## src/uart_settings.svh

```systemverilog
`ifndef UART_SETTINGS_SVH
`define UART_SETTINGS_SVH

// Clock cycles per serial bit.
// A short period keeps simulation of whole frames fast.
`define UART_CLKS_PER_BIT 8

// Data bits carried in one frame, sent LSB first.
`define UART_DATA_BITS 8

// Parity mode code.
// 0 means no parity bit, 1 means odd parity, 2 means even parity.
`define UART_PARITY 2

// Entries held in the transmit queue and in the receive queue.
`define UART_QUEUE_DEPTH 4

// Pointer width for a queue of UART_QUEUE_DEPTH entries.
`define UART_QUEUE_AW 2

`endif

```

## src/uart_frame_pkg.sv

```systemverilog
`include "uart_settings.svh"

// Types for the serial frame, its timing counters and the queue bookkeeping.
package uart_frame_pkg;

   // One data word as it leaves or enters the shift path.
   typedef logic [`UART_DATA_BITS-1:0] data_t;

   // Position of the data bit now on the line.
   typedef logic [2:0] bit_idx_t;

   // Clock count inside one bit period.
   // Four bits hold any period up to 16 clocks.
   typedef logic [3:0] baud_cnt_t;

   // Read or write slot of a queue.
   typedef logic [`UART_QUEUE_AW-1:0] qptr_t;

   // Fill level of a queue.
   // The extra top bit lets a full queue be told apart from an empty one.
   typedef logic [`UART_QUEUE_AW:0] qcount_t;

endpackage

```

## src/uart_fsm_pkg.sv

```systemverilog
// State encodings for the two frame controllers.
// The literals carry a tx_ or rx_ prefix so both enums can live in one package.
package uart_fsm_pkg;

   typedef enum logic [2:0] {
      tx_idle,       // Line held high, waiting for a byte.
      tx_start_bit,  // Driving the low start bit.
      tx_data_bits,  // Shifting data out LSB first.
      tx_parity_bit, // Driving the parity bit.
      tx_stop_bit    // Driving the high stop bit.
   } tx_state_t;

   typedef enum logic [2:0] {
      rx_idle,       // Waiting for a falling edge on the line.
      rx_start_bit,  // Counting to the middle of the start bit.
      rx_data_bits,  // Sampling data bits at their middles.
      rx_parity_bit, // Sampling the parity bit.
      rx_stop_bit    // Sampling the stop bit.
   } rx_state_t;

endpackage

```

## src/rx_frame_if.sv

```systemverilog
`timescale 1ns/1ps

// One received frame on its way from the receiver to the receive queue.
interface rx_frame_if;

   uart_frame_pkg::data_t data; // Received byte.
   logic parity_err;            // Parity sample disagreed with the data.
   logic frame_err;             // Stop bit was sampled low.
   logic valid;                 // Single-cycle strobe, no back-pressure.

   // Receiver side.
   modport source (
      output data, parity_err, frame_err, valid
   );

   // Receive queue side.
   modport sink (
      input data, parity_err, frame_err, valid
   );

endinterface

```

## src/uart_core.sv

```systemverilog
`timescale 1ns/1ps

module uart_core (
   input  logic                  clk,
   input  logic                  rst,
   input  logic                  tx_push,
   input  uart_frame_pkg::data_t tx_data,
   output logic                  tx_full,
   output logic                  txd,
   input  logic                  rxd,
   input  logic                  rx_pop,
   output logic                  rx_avail,
   output uart_frame_pkg::data_t rx_data,
   output logic                  rx_parity_err,
   output logic                  rx_frame_err,
   output logic                  rx_overrun
);

   uart_frame_pkg::data_t q_data;  // Head byte from the transmit queue.
   logic                  q_valid; // Transmit queue holds a byte.
   logic                  q_ready; // Transmitter is idle.

   rx_frame_if rx_frm (); // Receiver to receive queue.

   uart_tx_queue tx_queue0 (
      .clk       (clk),
      .rst       (rst),
      .push      (tx_push),
      .push_data (tx_data),
      .full      (tx_full),
      .tx_valid  (q_valid),
      .tx_data   (q_data),
      .tx_ready  (q_ready)
   );

   uart_tx tx0 (
      .clk      (clk),
      .rst      (rst),
      .tx_valid (q_valid),
      .tx_data  (q_data),
      .tx_ready (q_ready),
      .txd      (txd)
   );

   uart_rx rx0 (
      .clk (clk),
      .rst (rst),
      .rxd (rxd),
      .frm (rx_frm.source)
   );

   uart_rx_queue rx_queue0 (
      .clk        (clk),
      .rst        (rst),
      .frm        (rx_frm.sink),
      .pop        (rx_pop),
      .avail      (rx_avail),
      .data       (rx_data),
      .parity_err (rx_parity_err),
      .frame_err  (rx_frame_err),
      .overrun    (rx_overrun)
   );

endmodule

```

## src/uart_rx.sv

```systemverilog
`timescale 1ns/1ps
`include "uart_settings.svh"

module uart_rx (
   input logic       clk,
   input logic       rst,
   input logic       rxd,
   rx_frame_if.source frm
);

   uart_fsm_pkg::rx_state_t   state;      // Current frame phase.
   uart_fsm_pkg::rx_state_t   next_state;
   uart_frame_pkg::data_t     shifter;    // Data bits gathered LSB first.
   uart_frame_pkg::bit_idx_t  bit_idx;    // Data bit to be sampled next.
   uart_frame_pkg::baud_cnt_t baud_cnt;   // Clocks since the last sample point.
   logic rxd_meta;                        // First synchronizer stage.
   logic rxd_sync;                        // Second stage, safe to use.
   logic rxd_prev;                        // Previous synchronized level.
   logic start_edge;                      // High to low change on the line.
   logic half_tick;                       // Middle of the start bit reached.
   logic full_tick;                       // Middle of a later bit reached.
   logic last_bit;                        // Final data bit is being sampled.
   logic par_sample;                      // Parity bit as seen on the line.
   logic par_expect;                      // Parity bit the data calls for.
   logic valid_q;
   logic parity_err_q;
   logic frame_err_q;

   assign start_edge = rxd_prev && !rxd_sync;
   assign half_tick  = (baud_cnt == uart_frame_pkg::baud_cnt_t'(`UART_CLKS_PER_BIT / 2 - 1));
   assign full_tick  = (baud_cnt == uart_frame_pkg::baud_cnt_t'(`UART_CLKS_PER_BIT - 1));
   assign last_bit   = (bit_idx == uart_frame_pkg::bit_idx_t'(`UART_DATA_BITS - 1));
   assign par_expect = (`UART_PARITY == 1) ? ~^shifter : ^shifter;

   always_ff @(posedge clk) begin
      if (!rst) begin
         rxd_meta <= 1'b1; // Start from the idle line level.
         rxd_sync <= 1'b1;
         rxd_prev <= 1'b1;
      end else begin
         rxd_meta <= rxd;
         rxd_sync <= rxd_meta;
         rxd_prev <= rxd_sync;
      end
   end

   always_ff @(posedge clk) begin
      if (!rst) begin
         baud_cnt <= '0;
      end else if (state == uart_fsm_pkg::rx_idle) begin
         baud_cnt <= '0; // Held at zero until a frame begins.
      end else if ((state == uart_fsm_pkg::rx_start_bit) ? half_tick : full_tick) begin
         baud_cnt <= '0; // Restart at every sample point.
      end else begin
         baud_cnt <= baud_cnt + 1'b1;
      end
   end

   always_comb begin
      next_state = state;
      case (state)
         uart_fsm_pkg::rx_idle: begin
            if (start_edge) begin
               next_state = uart_fsm_pkg::rx_start_bit;
            end
         end
         uart_fsm_pkg::rx_start_bit: begin
            if (half_tick) begin
               // A high line at mid start bit was only a glitch.
               next_state = rxd_sync ? uart_fsm_pkg::rx_idle : uart_fsm_pkg::rx_data_bits;
            end
         end
         uart_fsm_pkg::rx_data_bits: begin
            if (full_tick && last_bit) begin
               next_state = (`UART_PARITY != 0) ? uart_fsm_pkg::rx_parity_bit
                                                : uart_fsm_pkg::rx_stop_bit;
            end
         end
         uart_fsm_pkg::rx_parity_bit: begin
            if (full_tick) begin
               next_state = uart_fsm_pkg::rx_stop_bit;
            end
         end
         uart_fsm_pkg::rx_stop_bit: begin
            if (full_tick) begin
               next_state = uart_fsm_pkg::rx_idle; // Wait for the next falling edge.
            end
         end
         default: next_state = uart_fsm_pkg::rx_idle;
      endcase
   end

   always_ff @(posedge clk) begin
      if (!rst) begin
         state   <= uart_fsm_pkg::rx_idle;
         bit_idx <= '0;
         valid_q <= 1'b0;
      end else begin
         state   <= next_state;
         valid_q <= (state == uart_fsm_pkg::rx_stop_bit) && full_tick; // One pulse per frame.
         if (state == uart_fsm_pkg::rx_idle) begin
            bit_idx <= '0;
         end else if (state == uart_fsm_pkg::rx_data_bits && full_tick) begin
            bit_idx <= bit_idx + 1'b1;
         end
      end
   end

   always_ff @(posedge clk) begin
      if (state == uart_fsm_pkg::rx_data_bits && full_tick) begin
         shifter <= {rxd_sync, shifter[`UART_DATA_BITS-1:1]}; // New bit enters at the top.
      end
      if (state == uart_fsm_pkg::rx_parity_bit && full_tick) begin
         par_sample <= rxd_sync;
      end
      if (state == uart_fsm_pkg::rx_stop_bit && full_tick) begin
         frame_err_q  <= !rxd_sync; // Stop bit must be high.
         parity_err_q <= (`UART_PARITY != 0) && (par_sample != par_expect);
      end
   end

   assign frm.data       = shifter; // Stable until the next frame's data bits.
   assign frm.parity_err = parity_err_q;
   assign frm.frame_err  = frame_err_q;
   assign frm.valid      = valid_q;

   // A frame is reported exactly once.
   a_valid_pulse: assert property (@(posedge clk) disable iff (!rst)
      frm.valid |=> !frm.valid);

endmodule

```

## src/uart_rx_queue.sv

```systemverilog
`timescale 1ns/1ps
`include "uart_settings.svh"

module uart_rx_queue (
   input  logic                  clk,
   input  logic                  rst,
   rx_frame_if.sink              frm,
   input  logic                  pop,
   output logic                  avail,
   output uart_frame_pkg::data_t data,
   output logic                  parity_err,
   output logic                  frame_err,
   output logic                  overrun
);

   uart_frame_pkg::data_t   data_mem [`UART_QUEUE_DEPTH]; // Received bytes.
   logic                    perr_mem [`UART_QUEUE_DEPTH]; // Parity flag per entry.
   logic                    ferr_mem [`UART_QUEUE_DEPTH]; // Framing flag per entry.
   uart_frame_pkg::qptr_t   wr_ptr;
   uart_frame_pkg::qptr_t   rd_ptr;
   uart_frame_pkg::qcount_t count;
   logic                    full;
   logic                    do_push;
   logic                    do_pop;

   assign full    = (count == uart_frame_pkg::qcount_t'(`UART_QUEUE_DEPTH));
   assign do_push = frm.valid && !full; // Frames arriving while full are dropped.
   assign do_pop  = pop && avail;       // A pop on an empty queue does nothing.

   // The head entry falls through to the outputs.
   assign avail      = (count != '0);
   assign data       = data_mem[rd_ptr];
   assign parity_err = perr_mem[rd_ptr];
   assign frame_err  = ferr_mem[rd_ptr];

   always_ff @(posedge clk) begin
      if (do_push) begin
         data_mem[wr_ptr] <= frm.data;
         perr_mem[wr_ptr] <= frm.parity_err;
         ferr_mem[wr_ptr] <= frm.frame_err;
      end
   end

   always_ff @(posedge clk) begin
      if (!rst) begin
         wr_ptr  <= '0;
         rd_ptr  <= '0;
         count   <= '0;
         overrun <= 1'b0;
      end else begin
         if (do_push) begin
            wr_ptr <= wr_ptr + 1'b1;
         end
         if (do_pop) begin
            rd_ptr <= rd_ptr + 1'b1;
         end
         case ({do_push, do_pop})
            2'b10:   count <= count + 1'b1;
            2'b01:   count <= count - 1'b1;
            default: count <= count;
         endcase
         if (frm.valid && full) begin
            overrun <= 1'b1; // Sticky until reset.
         end
      end
   end

   // Once a frame has been lost the flag stays up for good.
   a_overrun_sticky: assert property (@(posedge clk) disable iff (!rst)
      overrun |=> overrun);

endmodule

```

## src/uart_tx.sv

```systemverilog
`timescale 1ns/1ps
`include "uart_settings.svh"

module uart_tx (
   input  logic                  clk,
   input  logic                  rst,
   input  logic                  tx_valid,
   input  uart_frame_pkg::data_t tx_data,
   output logic                  tx_ready,
   output logic                  txd
);

   uart_fsm_pkg::tx_state_t   state;      // Current frame phase.
   uart_fsm_pkg::tx_state_t   next_state;
   uart_frame_pkg::data_t     shadow;     // Byte being sent, held for the whole frame.
   uart_frame_pkg::bit_idx_t  bit_idx;    // Data bit now on the line.
   uart_frame_pkg::baud_cnt_t baud_cnt;   // Clocks spent in the current bit.
   logic                      baud_tick;  // Last clock of the current bit.
   logic                      par_value;  // Parity bit for the latched byte.
   logic                      last_bit;   // The final data bit is on the line.

   assign baud_tick = (baud_cnt == uart_frame_pkg::baud_cnt_t'(`UART_CLKS_PER_BIT - 1));
   assign last_bit  = (bit_idx == uart_frame_pkg::bit_idx_t'(`UART_DATA_BITS - 1));
   assign tx_ready  = (state == uart_fsm_pkg::tx_idle); // New bytes only between frames.

   // Odd mode inverts the XOR so the total count of ones is odd.
   assign par_value = (`UART_PARITY == 1) ? ~^shadow : ^shadow;

   always_ff @(posedge clk) begin
      if (!rst) begin
         baud_cnt <= '0;
      end else if (state == uart_fsm_pkg::tx_idle || baud_tick) begin
         baud_cnt <= '0; // Held at zero in idle and restarted for each bit.
      end else begin
         baud_cnt <= baud_cnt + 1'b1;
      end
   end

   always_comb begin
      next_state = state; // Stay put unless a bit period ends.
      case (state)
         uart_fsm_pkg::tx_idle: begin
            if (tx_valid && tx_ready) begin
               next_state = uart_fsm_pkg::tx_start_bit; // Handshake starts a frame.
            end
         end
         uart_fsm_pkg::tx_start_bit: begin
            if (baud_tick) begin
               next_state = uart_fsm_pkg::tx_data_bits;
            end
         end
         uart_fsm_pkg::tx_data_bits: begin
            if (baud_tick && last_bit) begin
               next_state = (`UART_PARITY != 0) ? uart_fsm_pkg::tx_parity_bit
                                                : uart_fsm_pkg::tx_stop_bit;
            end
         end
         uart_fsm_pkg::tx_parity_bit: begin
            if (baud_tick) begin
               next_state = uart_fsm_pkg::tx_stop_bit;
            end
         end
         uart_fsm_pkg::tx_stop_bit: begin
            if (baud_tick) begin
               next_state = uart_fsm_pkg::tx_idle; // Ready again after the stop bit.
            end
         end
         default: next_state = uart_fsm_pkg::tx_idle;
      endcase
   end

   always_ff @(posedge clk) begin
      if (!rst) begin
         state   <= uart_fsm_pkg::tx_idle;
         bit_idx <= '0;
      end else begin
         state <= next_state;
         if (state == uart_fsm_pkg::tx_idle) begin
            bit_idx <= '0; // Every frame starts at bit 0.
         end else if (state == uart_fsm_pkg::tx_data_bits && baud_tick) begin
            bit_idx <= bit_idx + 1'b1; // Step to the next data bit.
         end
      end
   end

   always_ff @(posedge clk) begin
      if (tx_valid && tx_ready) begin
         shadow <= tx_data; // Keep the byte stable while the queue moves on.
      end
   end

   always_comb begin
      case (state)
         uart_fsm_pkg::tx_start_bit:  txd = 1'b0;            // Start condition.
         uart_fsm_pkg::tx_data_bits:  txd = shadow[bit_idx]; // LSB goes first.
         uart_fsm_pkg::tx_parity_bit: txd = par_value;
         default:                     txd = 1'b1;            // Idle and stop are high.
      endcase
   end

   // The line rests high whenever no frame is in progress.
   a_idle_high: assert property (@(posedge clk) disable iff (!rst)
      (state == uart_fsm_pkg::tx_idle) |-> txd);

endmodule

```

## src/uart_tx_queue.sv

```systemverilog
`timescale 1ns/1ps
`include "uart_settings.svh"

module uart_tx_queue (
   input  logic                  clk,
   input  logic                  rst,
   input  logic                  push,
   input  uart_frame_pkg::data_t push_data,
   output logic                  full,
   output logic                  tx_valid,
   output uart_frame_pkg::data_t tx_data,
   input  logic                  tx_ready
);

   uart_frame_pkg::data_t   mem [`UART_QUEUE_DEPTH]; // Byte storage.
   uart_frame_pkg::qptr_t   wr_ptr;                   // Next slot to write.
   uart_frame_pkg::qptr_t   rd_ptr;                   // Slot shown to the transmitter.
   uart_frame_pkg::qcount_t count;                    // Bytes currently held.
   logic                    do_push;
   logic                    do_pop;

   assign full     = (count == uart_frame_pkg::qcount_t'(`UART_QUEUE_DEPTH)); // No room left.
   assign tx_valid = (count != '0);   // Head byte is offered as soon as one is stored.
   assign tx_data  = mem[rd_ptr];     // Head of the queue, valid while tx_valid is high.
   assign do_push  = push && !full;   // A push into a full queue is lost.
   assign do_pop   = tx_valid && tx_ready; // Byte leaves on the handshake.

   always_ff @(posedge clk) begin
      if (do_push) begin
         mem[wr_ptr] <= push_data; // Write the new byte at the tail.
      end
   end

   always_ff @(posedge clk) begin
      if (!rst) begin
         wr_ptr <= '0;
         rd_ptr <= '0;
         count  <= '0;
      end else begin
         if (do_push) begin
            wr_ptr <= wr_ptr + 1'b1; // Pointers wrap at the depth.
         end
         if (do_pop) begin
            rd_ptr <= rd_ptr + 1'b1;
         end
         case ({do_push, do_pop})
            2'b10:   count <= count + 1'b1; // Push only.
            2'b01:   count <= count - 1'b1; // Pop only.
            default: count <= count;        // Neither, or both at once.
         endcase
      end
   end

   // The fill level stays within the storage across any mix of pushes and pops.
   a_count_bound: assert property (@(posedge clk) disable iff (!rst)
      count <= uart_frame_pkg::qcount_t'(`UART_QUEUE_DEPTH));

endmodule
```

## config.mk

```make
export PLATFORM = sky130hd
export DESIGN_NAME = uart_core
export DESIGN_NICKNAME = d
export VERILOG_FILES = /design/src/uart_frame_pkg.sv /design/src/uart_fsm_pkg.sv /design/src/rx_frame_if.sv /design/src/uart_core.sv /design/src/uart_rx.sv /design/src/uart_rx_queue.sv /design/src/uart_tx.sv /design/src/uart_tx_queue.sv
export VERILOG_INCLUDE_DIRS = /design/src
export SDC_FILE = /design/constraint.sdc
export NUM_CORES = 1
export LEC_CHECK = 0
export BUFFER_PORTS_ARGS = -buffer_cell sky130_fd_sc_hd__buf_2
export CAP_MARGIN = 20
export CORE_UTILIZATION = 45
export CTS_BUF_LIST = sky130_fd_sc_hd__clkbuf_16
export DETAILED_ROUTE_END_ITERATION = 10
export GPL_TIMING_DRIVEN = 0
export SLEW_MARGIN = 5
export SYNTH_ARGS = -nofsm -noshare
export SYNTH_HDL_FRONTEND = slang
export SYNTH_SLANG_ARGS = --single-unit
export TNS_END_PERCENT = 1
```

## constraint.sdc

```tcl
create_clock -name clk -period 2.9 [get_ports clk]
set_clock_uncertainty 0.05 [all_clocks]
set_input_delay 0.145 -clock clk [delete_from_list [all_inputs] [get_ports clk]]
set_output_delay 0.145 -clock clk [all_outputs]
set_load 0.03 [all_outputs]
```

==> summary.txt <==
Status
  • Status: finished, violations left
  • Failing checks: DRC

Die
  • Num rows: 39
  • Core Area: 11,520 sq um
  • Die X-Extent: 111.3 um
  • Die Span Y: 111.3 um
  • # IOs: 27
  • Initial Util: 0.4671
  • Die area: 12,390 sq um

STA
  • Final setup violation count: 0
  • Fin crit share: 0.9068
  • Setup tns final: 0 ps
  • RSZ-0062 raised after global routing: false
  • Final critical-path required period: 2630 ps
  • Final Hold Fails: 0
  • Post-route setup slack: 270.3 ps
  • Rel. slew slack: 0.3450
  • Max-slew violations: 0
  • Max Freq: 380.3 MHz
  • Slew @ Worst Pin: 973.5 ps

Critical path
  • Cell Chain, Critical Path: clkbuf_1 > nor4_4 > buf_4 > ha_1 > inv_1 > fa_1 > xor2_1 > or3_1 > a21boi_0
  • Crit path largest cell delay: 490 ps
  • Cells on worst reg2reg path: 9
  • CP required: 3190 ps
  • Slowest-stage cell, CP: nor4_4
  • CP Capture Type: flip-flop
  • R2R setup slack: 270 ps
  • CP startpoint kind: flip-flop
  • Worst flop-to-flop path startpoint: tx0.state[0]
  • Max Fanout on Critical Path: 8
  • Worst Path Arrival: 2920 ps
  • Worst Path Buf+Inv: 3
  • CP top delay family: simple AND/OR/NAND/NOR gates
  • RR Endpoint: tx_queue0.count[2]
  • Crit Path Category: flip-flop to flip-flop

Global routing
  • Initial antenna violation count: 0
  • Global-route wire length before repair: 13.68 mm
  • Number of global-route vias before repair: 2,802
  • All-layer global routing usage: 0.1480
  • Largest net degree at the start of global routing: 17
  • Overflow after GRT: 0

Layout
  • Fill cells: 959
  • Area Growth Syn to Fin: 19.19%
  • Most frequent cells in the layout: edfxtp_1 (91), dfxtp_1 (41), buf_2 (28), xnor2_1 (23)
  • Layout Utilization: 0.5567
  • ANT cells: 0
  • Final #Nets: 433
  • Commonest non-fill, non-tap cell in the layout: edfxtp_1
  • Share of layout cells above drive strength 1: 0.2072

Synthesis
  • Post-synthesis instance area: 5379 sq um
  • Main synth FF type: edfxtp_1
  • Yosys reg bits: 132
  • Warnings, synthesis: 0
  • FFs w/ async S/R, synth: 0
  • Distinct cells, synth: 48
  • EDFF count, synth: 91
  • Avg Inst Size Synth: 15.46 sq um
  • Cells after Synth: 348
  • Register area share after synthesis: 0.6606
  • Post-synthesis net count: 379

Placed design
  • Final Wtd Congestion: 0.7559
  • DP HPWL: 5.481 mm
  • IO Port Bufs: 25
  • Place WS: 92.71 ps

Power and ir drop
  • P per Cell Area: 817.4 nW/um^2
  • Static leakage: 2.251 nW
  • VDD IR max: 0.0006301 V

Route
  • Residual DRC: 6
  • WL final: 8.316 mm
  • Initial DRC count: 137
  • Post-DR wirelength/cell: 14.90 um
  • Via-to-Cell Ratio: 4.984
  • Detail Route Antenna Nets: 0
  • Total number of vias: 2,781
  • Pre-Repair DR Iteration Count: 7

Clock network
  • CTS tree: yes
  • Clock buffer count from CTS: 17
  • Clock Sinks: 132
  • Setup bufs post-CTS: 0
  • Root Driver: clkbuf_16
  • Clk buf depth: 2
  • H-tree levels: 4
  • Clk slew on worst S/H paths: 60 ps
  • Clock latency on the worst-skew pair: 410 ps

Job
  • Maxcap violations: 0

Min path
  • Worst Min Path Start: rst
  • Min-delay worst type: primary input to flip-flop
  • End of the worst hold path: rx0.rxd_sync
  • WHS Path Cells: 2
==> state kept, by name (all words and copies together), names as in the netlist, 2 cells and up, named ones only <==
signal	count
rx_queue0.rd_ptr	2
tx0.bit_idx	3
rx_queue0.data_mem	32
rx_queue0.wr_ptr	2
tx_queue0.count	3
rx_queue0.ferr_mem	4
rx0.bit_idx	3
rx0.state	3
tx_queue0.rd_ptr	2
rx_queue0.count	3
rx0.baud_cnt	4
tx_queue0.wr_ptr	2
tx0.shadow	8
tx0.state	3
tx0.baud_cnt	4
rx0.frm.data	8
rx_queue0.perr_mem	4
tx_queue0.mem	32
==> cells in the mapped netlist (3+ instances only) <==
library cell  instances  share of area
nor2_1               17          0.012
or3_1                 3         0.0035
nor2b_1               5         0.0058
o21ai_0               5         0.0047
xnor2_1              23          0.037
buf_4                 3         0.0042
nor3b_1               6         0.0084
dfxtp_1              41           0.15
ha_1                 16          0.037
buf_2                 3         0.0028
inv_1                19          0.013
nand2b_1              4         0.0047
and2_1               20          0.023
nor3_1                3         0.0028
nand2_1               8         0.0056
mux2i_1               8          0.015
edfxtp_1             91           0.51
xor2_1                9          0.015
nand3_1               3         0.0028
clkbuf_1              6         0.0042
mux4_2               19          0.080
==> how the worst max path moves through the flow <==
stage / cells past startpoint / to / from / slack, ps
2_1_floorplan: 10 / tx_queue0.count[2] / tx_queue0.count[0] / 80
3_3_place_gp: 8 / tx_queue0.count[2] / tx0.state[0] / -170
3_5_place_dp: 9 / tx_queue0.count[2] / tx0.state[0] / 90
4_1_cts: 9 / tx_queue0.count[2] / tx0.state[0] / 70
5_1_grt: 9 / tx_queue0.count[2] / tx0.state[0] / 80
6_report: 9 / tx_queue0.count[2] / tx0.state[0] / 270
==> routing by layer <==
metal | track usage | part of all wire | up-vias
met3 | 0.04790 | 0.034 | 18
met2 | 0.2563 | 0.50 | 42
met5 | 0 | 0 | -
met4 | 0.07838 | 0.021 | 0
met1 | 0.1624 | 0.44 | 1342
li1 | - | - | 1379
==> where the power goes <==
part / switching (W) / leakage, nW / internal (W)
Clock: 0.000773 / 0.293 / 0.00143
Sequential: 0.0000760 / 1.16 / 0.00220
Combinational: 0.000393 / 0.798 / 0.000372
Total: 0.00124 / 2.25 / 0.00400
==> logic make-up (layout without fill, tap and decap cells) <==
| kind of cell | count (synthesis) | in the layout | share of synthesized area |
|---|---|---|---|
| multiplexers | 27 | 27 | 0.09444 |
| AO/OA/AOI/OAI | 24 | 24 | 0.03396 |
| XOR/XNOR | 32 | 32 | 0.05211 |
| AND/OR/NAND/NOR | 81 | 81 | 0.08630 |
| flip-flops | 132 | 132 | 0.6606 |
| buffers and inverters | 34 | 101 | 0.02791 |
| adder cells (fa/ha/maj) | 18 | 18 | 0.04466 |
==> per-stage QoR <==
| stage | cell area (sq um) | total power, W | hold WS [ps] | cells |
|---|---|---|---|---|
| after floorplan | 5385 | 0.002895 | 193.9 | 348 |
| after global placement | 5689 | 0.003044 | 289.9 | 516 |
| after detailed placement | 5697 | 0.003079 | 287.5 | 517 |
| after CTS | 6402 | 0.005304 | 101.5 | 558 |
| after global routing | 6411 | 0.005478 | 129.1 | 558 |
| final | 6411 | 0.005241 | 108.4 | 558 |
==> layout make-up <==
| cell class | count | area, sq um | area share |
|---|---|---|---|
| repair buffers | 35 | 222.7 | 0.03474 |
| well taps | 143 | 178.9 | 0.02791 |
| multi-input cells | 182 | 1690 | 0.2637 |
| clock buffers | 17 | 425.4 | 0.06635 |
| inverters | 19 | 71.32 | 0.01112 |
| plain buffers | 15 | 78.83 | 0.01230 |
| flip-flops and latches | 132 | 3553 | 0.5543 |
| clock inverters | 15 | 190.2 | 0.02966 |
==> timing repair <==
item,CTS,global route
setup endpoints to repair,0,1
hold buffers,9,0
endpoints found under the hold margin,33,0
resized for setup,0,1
No activity file was read; power rests on OpenSTA's default activity.
